[config.mk]
export PLATFORM = sky130hd
export DESIGN_NAME = stream_route_top
export DESIGN_NICKNAME = d
export VERILOG_FILES = /design/src/design/stream_route_pkg.sv /design/src/design/axis_if.sv /design/src/design/route_stage.sv /design/src/design/stream_discard.sv /design/src/design/stream_ingress.sv /design/src/design/stream_route_top.sv
export SDC_FILE = /design/constraint.sdc
export NUM_CORES = 1
export LEC_CHECK = 0
export BUFFER_PORTS_ARGS = -buffer_cell sky130_fd_sc_hd__buf_2
export CELL_PAD_IN_SITES_DETAIL_PLACEMENT = 0
export CELL_PAD_IN_SITES_GLOBAL_PLACEMENT = 2
export CORE_UTILIZATION = 35
export CTS_CLUSTER_SIZE = 30
export DETAILED_ROUTE_END_ITERATION = 8
export GPL_TIMING_DRIVEN = 0
export PLACE_DENSITY_LB_ADDON = 0.1
export REMOVE_ABC_BUFFERS = 1
export SETUP_SLACK_MARGIN = 0.5
export SYNTH_ARGS = -nofsm -noshare
export SYNTH_HDL_FRONTEND = slang
export SYNTH_SLANG_ARGS = --single-unit
[constraint.sdc]
create_clock -name aclk -period 4.4 [get_ports aclk]
set_input_delay 0.22 -clock aclk [delete_from_list [all_inputs] [get_ports aclk]]
set_output_delay 0.22 -clock aclk [all_outputs]
set_load 0.01 [all_outputs]
[src/design/stream_route_pkg.sv]
// ----------------------------------------------------------------------
// Stream router package
// Widths, counts and shared types of the AXI4-Stream router
// ----------------------------------------------------------------------
`default_nettype none

package stream_route_pkg;

    // Beat format
    localparam int data_width  = 32;            // Payload bits per beat
    localparam int dest_width  = 4;             // Destination code bits

    // Output layout, identity map from code to output
    localparam int outputs     = 8;             // Routed outputs
    localparam int group_size  = 4;             // Outputs served by one stage
    localparam int stages      = (outputs + group_size - 1) / group_size;

    // Tail counter
    localparam int count_width = 16;            // Drop counter bits

    typedef logic [data_width-1:0]  data_t;     // Beat payload
    typedef logic [dest_width-1:0]  dest_t;     // Destination code
    typedef logic [count_width-1:0] count_t;    // Dropped beat count

    // Ingress skid register occupancy
    typedef enum logic [1:0] {
        empty = 2'd0,                           // No beat held
        one   = 2'd1,                           // One beat held
        two   = 2'd2                            // Both entries full
    } ingress_state_t;

endpackage

`default_nettype wire

[src/design/axis_if.sv]
// ----------------------------------------------------------------------
// AXI4-Stream link between router blocks
// ----------------------------------------------------------------------
`timescale 1ns/10ps
`default_nettype none

interface axis_if;

    logic                    tvalid;            // Beat present
    logic                    tready;            // Sink can take it
    stream_route_pkg::data_t tdata;             // Payload
    stream_route_pkg::dest_t tdest;             // Destination code
    logic                    tlast;             // End of packet

    // Upstream side
    modport source (
        output tvalid,
        input  tready,
        output tdata,
        output tdest,
        output tlast
    );

    // Downstream side
    modport sink (
        input  tvalid,
        output tready,
        input  tdata,
        input  tdest,
        input  tlast
    );

endinterface

`default_nettype wire

[src/design/route_stage.sv]
// ----------------------------------------------------------------------
// Router chain stage
// Delivers beats of its output group, passes the rest down the chain
// ----------------------------------------------------------------------
`timescale 1ns/10ps
`default_nettype none

module route_stage #(
    parameter int base = 0                              // First output of this group
) (
    input  logic                                                      aclk,
    input  logic                                                      areset_n,
    axis_if.sink                                                      prev,
    axis_if.source                                                    next,
    output logic [stream_route_pkg::group_size-1:0]                   local_tvalid,
    input  logic [stream_route_pkg::group_size-1:0]                   local_tready,
    output stream_route_pkg::data_t [stream_route_pkg::group_size-1:0] local_tdata,
    output stream_route_pkg::dest_t [stream_route_pkg::group_size-1:0] local_tdest,
    output logic [stream_route_pkg::group_size-1:0]                   local_tlast
);

    localparam int group_size = stream_route_pkg::group_size;
    localparam int sel_width  = $clog2(group_size);     // Local output index bits

    logic                    in_group;                  // Code belongs to this stage
    logic [sel_width-1:0]    sel;                       // Local output for the code
    logic [group_size-1:0]   local_free;                // Register can take a beat
    logic [group_size-1:0]   local_load;
    logic                    accept;                    // Input handshake
    logic                    fwd_free;
    logic                    fwd_load;

    logic                    fwd_valid;                 // Forward register
    stream_route_pkg::data_t fwd_data;
    stream_route_pkg::dest_t fwd_dest;
    logic                    fwd_last;

    // Identity map, output number equals code
    assign in_group = (int'(prev.tdest) >= base) && (int'(prev.tdest) < base + group_size);
    assign sel      = sel_width'(int'(prev.tdest) - base);

    // Empty or draining this cycle
    assign local_free = ~local_tvalid | local_tready;
    assign fwd_free   = !fwd_valid || next.tready;

    // Stall on the register the head beat needs, keeps order
    assign prev.tready = in_group ? local_free[sel] : fwd_free;
    assign accept      = prev.tvalid && prev.tready;
    assign fwd_load    = accept && !in_group;

    for (genvar i = 0; i < group_size; i++) begin : local_g
        assign local_load[i] = accept && in_group && (sel == sel_width'(i));

        // Held beat stays put until its sink takes it
        a_local_stable: assert property (
            @(posedge aclk) disable iff (!areset_n)
            local_tvalid[i] && !local_tready[i] |=>
                local_tvalid[i] && $stable(local_tdata[i]) &&
                $stable(local_tdest[i]) && $stable(local_tlast[i])
        );

        // Only this output's own code ever lands here
        a_local_code: assert property (
            @(posedge aclk) disable iff (!areset_n)
            local_tvalid[i] |-> (local_tdest[i] == stream_route_pkg::dest_t'(base + i))
        );
    end

    always_ff @(posedge aclk or negedge areset_n) begin
        if (!areset_n) begin
            local_tvalid <= '0;
            fwd_valid    <= 1'b0;
        end else begin
            for (int i = 0; i < group_size; i++) begin
                if (local_load[i]) begin
                    local_tvalid[i] <= 1'b1;            // Refill wins over drain
                end else if (local_tready[i]) begin
                    local_tvalid[i] <= 1'b0;
                end
            end
            if (fwd_load) begin
                fwd_valid <= 1'b1;
            end else if (next.tready) begin
                fwd_valid <= 1'b0;
            end
        end
    end

    // Payload registers, loaded on the handshake only
    always_ff @(posedge aclk) begin
        for (int i = 0; i < group_size; i++) begin
            if (local_load[i]) begin
                local_tdata[i] <= prev.tdata;
                local_tdest[i] <= prev.tdest;
                local_tlast[i] <= prev.tlast;
            end
        end
        if (fwd_load) begin
            fwd_data <= prev.tdata;
            fwd_dest <= prev.tdest;
            fwd_last <= prev.tlast;
        end
    end

    assign next.tvalid = fwd_valid;
    assign next.tdata  = fwd_data;
    assign next.tdest  = fwd_dest;
    assign next.tlast  = fwd_last;

    // Forwarded beat holds until the next stage takes it
    a_fwd_stable: assert property (
        @(posedge aclk) disable iff (!areset_n)
        next.tvalid && !next.tready |=>
            next.tvalid && $stable(next.tdata) && $stable(next.tdest) && $stable(next.tlast)
    );

endmodule

`default_nettype wire

[src/design/stream_discard.sv]
// ----------------------------------------------------------------------
// Router chain tail
// Drains beats no stage claimed and counts them
// ----------------------------------------------------------------------
`timescale 1ns/10ps
`default_nettype none

module stream_discard (
    input  logic                     aclk,
    input  logic                     areset_n,
    axis_if.sink                     rx,
    output stream_route_pkg::count_t drop_count
);

    logic ready_q;                                      // Rises one cycle after reset
    logic take;                                         // Beat consumed this cycle

    assign rx.tready = ready_q;
    assign take      = rx.tvalid && rx.tready;

    always_ff @(posedge aclk or negedge areset_n) begin
        if (!areset_n) begin
            ready_q    <= 1'b0;
            drop_count <= '0;
        end else begin
            ready_q <= 1'b1;                            // Always drains afterwards
            if (take && (drop_count != '1)) begin
                drop_count <= drop_count + stream_route_pkg::count_t'(1);  // Saturates
            end
        end
    end

    // Upstream stages must have claimed every code below outputs
    a_unmatched_only: assert property (
        @(posedge aclk) disable iff (!areset_n)
        take |-> (int'(rx.tdest) >= stream_route_pkg::outputs) &&
                 !$isunknown({rx.tdata, rx.tlast})
    );

endmodule

`default_nettype wire

[src/design/stream_ingress.sv]
// ----------------------------------------------------------------------
// Router ingress slice
// Two-entry skid buffer so rx_tready comes from a flop, not the chain
// ----------------------------------------------------------------------
`timescale 1ns/10ps
`default_nettype none

module stream_ingress (
    input  logic                    aclk,
    input  logic                    areset_n,
    input  logic                    rx_tvalid,
    output logic                    rx_tready,
    input  stream_route_pkg::data_t rx_tdata,
    input  stream_route_pkg::dest_t rx_tdest,
    input  logic                    rx_tlast,
    axis_if.source                  tx
);

    stream_route_pkg::ingress_state_t state;            // Current occupancy
    stream_route_pkg::ingress_state_t state_next;       // Occupancy after this edge

    stream_route_pkg::data_t buf_data [2];              // Entry payloads
    stream_route_pkg::dest_t buf_dest [2];
    logic                    buf_last [2];

    logic wr_ptr;                                       // Next entry to fill
    logic rd_ptr;                                       // Entry shown on tx
    logic push;
    logic pop;

    assign push = rx_tvalid && rx_tready;               // Beat taken from rx
    assign pop  = tx.tvalid && tx.tready;               // Beat handed to chain

    always_comb begin
        state_next = state;
        case (state)
            stream_route_pkg::empty: begin
                if (push) begin
                    state_next = stream_route_pkg::one;
                end
            end
            stream_route_pkg::one: begin
                if (push && !pop) begin
                    state_next = stream_route_pkg::two;
                end else if (pop && !push) begin
                    state_next = stream_route_pkg::empty;
                end
            end
            stream_route_pkg::two: begin
                if (pop) begin
                    state_next = stream_route_pkg::one;   // rx blocked while full
                end
            end
            default: state_next = stream_route_pkg::empty;
        endcase
    end

    always_ff @(posedge aclk or negedge areset_n) begin
        if (!areset_n) begin
            state     <= stream_route_pkg::empty;
            wr_ptr    <= 1'b0;
            rd_ptr    <= 1'b0;
            rx_tready <= 1'b0;                          // Held low through reset
        end else begin
            state     <= state_next;
            rx_tready <= (state_next != stream_route_pkg::two);  // Room for one more
            if (push) begin
                wr_ptr <= !wr_ptr;
            end
            if (pop) begin
                rd_ptr <= !rd_ptr;
            end
        end
    end

    always_ff @(posedge aclk) begin
        if (push) begin
            buf_data[wr_ptr] <= rx_tdata;
            buf_dest[wr_ptr] <= rx_tdest;
            buf_last[wr_ptr] <= rx_tlast;
        end
    end

    assign tx.tvalid = (state != stream_route_pkg::empty);
    assign tx.tdata  = buf_data[rd_ptr];                // Oldest entry first
    assign tx.tdest  = buf_dest[rd_ptr];
    assign tx.tlast  = buf_last[rd_ptr];

    // Registered ready must already be low once both entries hold beats
    a_no_push_when_full: assert property (
        @(posedge aclk) disable iff (!areset_n)
        (state == stream_route_pkg::two) |-> !push
    );

endmodule

`default_nettype wire

[src/design/stream_route_top.sv]
// ----------------------------------------------------------------------
// AXI4-Stream router top
// One rx stream to eight outputs by tdest through a chain of stages
// ----------------------------------------------------------------------
`timescale 1ns/10ps
`default_nettype none

module stream_route_top (
    input  logic                                                     aclk,
    input  logic                                                     areset_n,
    input  logic                                                     rx_tvalid,
    output logic                                                     rx_tready,
    input  stream_route_pkg::data_t                                  rx_tdata,
    input  stream_route_pkg::dest_t                                  rx_tdest,
    input  logic                                                     rx_tlast,
    output logic [stream_route_pkg::outputs-1:0]                     tx_tvalid,
    input  logic [stream_route_pkg::outputs-1:0]                     tx_tready,
    output stream_route_pkg::data_t [stream_route_pkg::outputs-1:0]  tx_tdata,
    output stream_route_pkg::dest_t [stream_route_pkg::outputs-1:0]  tx_tdest,
    output logic [stream_route_pkg::outputs-1:0]                     tx_tlast,
    output stream_route_pkg::count_t                                 drop_count
);

    // Chain links, 0 from ingress, last one into the discard tail
    axis_if chain [0:stream_route_pkg::stages] ();

    // Registered entry point, decouples rx_tready from the chain
    stream_ingress ingress_i (
        .aclk      (aclk),
        .areset_n  (areset_n),
        .rx_tvalid (rx_tvalid),
        .rx_tready (rx_tready),
        .rx_tdata  (rx_tdata),
        .rx_tdest  (rx_tdest),
        .rx_tlast  (rx_tlast),
        .tx        (chain[0])
    );

    // One stage per group of outputs, each adds a cycle for later groups
    for (genvar g = 0; g < stream_route_pkg::stages; g++) begin : stage_g
        localparam int lo = g * stream_route_pkg::group_size;  // First output served

        route_stage #(
            .base (lo)
        ) stage_i (
            .aclk         (aclk),
            .areset_n     (areset_n),
            .prev         (chain[g]),
            .next         (chain[g+1]),
            .local_tvalid (tx_tvalid[lo +: stream_route_pkg::group_size]),
            .local_tready (tx_tready[lo +: stream_route_pkg::group_size]),
            .local_tdata  (tx_tdata[lo +: stream_route_pkg::group_size]),
            .local_tdest  (tx_tdest[lo +: stream_route_pkg::group_size]),
            .local_tlast  (tx_tlast[lo +: stream_route_pkg::group_size])
        );
    end

    // Codes 8 to 15 end up here
    stream_discard discard_i (
        .aclk       (aclk),
        .areset_n   (areset_n),
        .rx         (chain[stream_route_pkg::stages]),
        .drop_count (drop_count)
    );

endmodule

`default_nettype wire

==> key figures <==
Outcome
  • Status: finished clean

Die
  • Horiz. Die Dim: between 200 and 250 um
  • Area of the die: slightly above 0.04 mm^2
  • Core area: roughly 0.040 mm^2
  • # IOs: between 300 and 400
  • Die Height: about 200 um
  • Initial Utilization: 0.357
  • Placement Rows: 73

Route
  • Vias per Instance: between 4 and 5
  • First-pass DRT Iterations: 4
  • # DRC: 0
  • WL final: around 34000 um
  • Iter 0 DRT Violations: roughly 320
  • Post-DRT Antenna Nets: 0
  • Via count: roughly 7300
  • DR WL/cell: about 21 um

CTS
  • Post-CTS Resized: 0
  • Post-CTS Setup Inserts: 0
  • Clk pin slew, worst setup/hold paths: around 0.06 ns
  • Clock Path Buffers: 3
  • Inserted Clock Buffers: 45
  • CTS H-tree depth: 2
  • CTS tree: yes
  • Root buffer cell: clkbuf_16
  • Clock Sinks: around 440
  • Clk_lat worst skew: 0.57 ns
  • Hold_buf cts: 45

Synth
  • Mean Syn Cell Area: between 20 and 25 um^2
  • Synth cell types: 42
  • Post-Syn Instances: 606
  • Post-synth EDFFs: 407
  • Mapped cell area: 0.0143 mm^2
  • Post-synthesis sequential area ratio: 0.913
  • Asr flop ratio synth: 0.0729
  • Yosys reg bits: between 400 and 500
  • Top_reg_cell synth: edfxtp_1
  • Ys Warns: 0

Worst setup path
  • Startpoint Class: flip-flop
  • Critical R2R Launch: ingress_i.rd_ptr
  • RR Endpoint: stage_g[0].stage_i.local_tdata[115]
  • R2R depth: 7
  • FF-to-FF setup slack: about 1 ns
  • CP required: approximately 4.7 ns
  • Critical Path AT: ~3.7 ns
  • Critical path type: reg2reg
  • Crit Path Max Fanout: 24
  • Crit end category: flip-flop

Final layout
  • Ant. Diodes: 0
  • Most frequent cells in the layout: edfxtp_1, buf_2, clkbuf_16, dlygate4sd3_1, mux2_2
  • Final core occ: 0.474
  • Post-layout nets: approximately 1100
  • Layout area overhead: 33.0%
  • Share of layout cells above drive strength 1: 0.454
  • Most common cell after layout, fill and taps aside: edfxtp_1

Global route
  • Initial antenna violation count: 0
  • First-pass GRT wire length: around 49000 um
  • Largest net degree at the start of global routing: 33
  • All-Layer GR Usage: 0.164
  • Vias in the first global route: around 7500
  • Grt total ovfl: 0

Timing
  • Final Hold Slack: ~0.054 ns
  • Layout Skew: ~0.015 ns
  • Crit share post-route: 0.772
  • Slew @ Worst Pin: between 0.9 and 1 ns
  • Setup Viol. Count Final: 0
  • Final Hold Viols: 0
  • Max Slew Vio Count: 0
  • Slew HR: 0.378
  • Setup ws final: 1.00 ns
  • Post-layout minimum cycle time: between 3 and 4 ns
  • RSZ-0062 raised after global routing: false
  • Highest Clock Rate: approximately 290 MHz

Min path
  • Hold worst-path end: stage_g[0].stage_i.local_tvalid[0]
  • Hold path depth: 3
  • Hold Crit Start: tx_tready[0]
  • Worst Hold Class: in2reg

Placement
  • Pre-CTS setup slack: slightly above 0.9 ns
  • I/O Buffers: between 300 and 400
  • GPL Wtd Cong: 0.709
  • Final HPWL DP: between 20000 and 25000 um

Power
  • VDD IR max: approximately 0.0003 V
  • Pwr dens: between 600 and 700 mW/mm^2
  • Leakage power: roughly 7.1 nW

Job
  • Max Cap Violations: 0
-- per-stage QoR --
step | setup TNS [ns] | instance area (um^2) | total power, mW | std cells
global placement | -578.15 | 16700 | 8.11 | 1494
finish | 0 | 19000 | 11.8 | 1634
CTS | 0 | 19000 | 12.0 | 1634
floorplan | 0 | 14200 | 7.16 | 601
detailed placement | 0 | 17100 | 8.23 | 1510
global route | 0 | 19000 | 12.3 | 1634
-- final cells by class --
cell class                      instances  area [um^2]
Fill cell                            3464        21000
Sequential cell                       439        13000
Timing Repair Buffer                  429         2600
Multi-Input combinational cell        156         1250
Clock buffer                           56         1170
Tap cell                              525          657
Clock inverter                         23          246
Inverter                                6         22.5
-- kinds of logic (layout without fill, tap and decap cells) --
family | Yosys count | count (layout) | synth area share
and+or+nand+nor | 76 | 76 | 0.0281
xor gates and xnor gates | 17 | 17 | 0.0104
other | 1 | 1 | 0.000263
DFF | 439 | 439 | 0.913
AOI/OAI and AO/OA | 20 | 20 | 0.0103
buffers and inverters | 11 | 514 | 0.00351
adders and majority gates | 1 | 1 | 0.000877
muxes | 41 | 41 | 0.0339
-- cell usage after synthesis, types with 3 or more instances --
| cell type | count | area (um^2) |
|---|---|---|
| edfxtp_1 | 407 | 12200 |
| mux2_2 | 38 | 428 |
| dfrtp_1 | 32 | 801 |
| nand2_1 | 21 | 78.8 |
| xnor2_1 | 14 | 123 |
| nor2_1 | 10 | 37.5 |
| nand2b_1 | 8 | 50.1 |
| nand3_1 | 8 | 40.0 |
| inv_1 | 6 | 22.5 |
| nand4_1 | 6 | 37.5 |
| and3_1 | 5 | 31.3 |
| o21ai_0 | 5 | 25.0 |
| nor2b_1 | 4 | 25.0 |
| and4_1 | 3 | 26.3 |
| buf_1 | 3 | 11.3 |
| nor3_1 | 3 | 15.0 |
| xor2_1 | 3 | 26.3 |
-- critical path, cell delays in order, from the launching register on --
cell and delay [ns]:
dfrtp_2 0.73, buf_12 0.27, nor3_1 0.09, o21a_1 0.19
nor4_1 0.57, nand3_1 0.24, nor2b_4 0.69, buf_12 0.27
-- metal layers --
| layer | wire (um) | GRT usage |
|---|---|---|
| met2 | 16900 | 0.271 |
| met5 | 0 | 0 |
| met1 | 13900 | 0.205 |
| met3 | 2530 | 0.0536 |
| met4 | 752 | 0.0481 |
-- report_power, final --
| part | switching (mW) | internal [mW] | total, mW |
|---|---|---|---|
| Clock | 1.53 | 2.13 | 3.66 |
| Sequential | 0.421 | 5.84 | 6.27 |
| Combinational | 1.18 | 0.660 | 1.84 |
| Total | 3.14 | 8.63 | 11.8 |
-- worst max-delay path by stage --
stage                                     start                             endpoint  slack [ns]  cells after the start
5_1_grt                        ingress_i.rd_ptr  stage_g[0].stage_i.local_tdata[115]        0.77                      7
4_1_cts                        ingress_i.rd_ptr  stage_g[0].stage_i.local_tdata[101]        0.89                      7
3_5_place_dp                   ingress_i.rd_ptr  stage_g[0].stage_i.local_tdata[115]        0.92                      7
6_report                       ingress_i.rd_ptr  stage_g[0].stage_i.local_tdata[115]        1.00                      7
3_3_place_gp                   ingress_i.rd_ptr   stage_g[0].stage_i.local_tdata[62]       -3.18                      4
2_1_floorplan  stage_g[0].stage_i.next.tdest[0]    stage_g[1].stage_i.local_tdata[0]        0.05                      3
-- state kept, by name, summed over array words and instances (netlist names), 2 cells and up --
register	cells
ingress_i.buf_dest	8
ingress_i.state	2
discard_i.drop_count	16
stage_g.stage_i.local_tvalid	8
stage_g.stage_i.next.tvalid	2
ingress_i.buf_data	64
stage_g.stage_i.local_tlast	8
ingress_i.buf_last	2
stage_g.stage_i.local_tdest	32
stage_g.stage_i.next.tdata	32
stage_g.stage_i.next.tdest	4
stage_g.stage_i.local_tdata	256
Note: power is estimated with default switching activity, not from simulation.
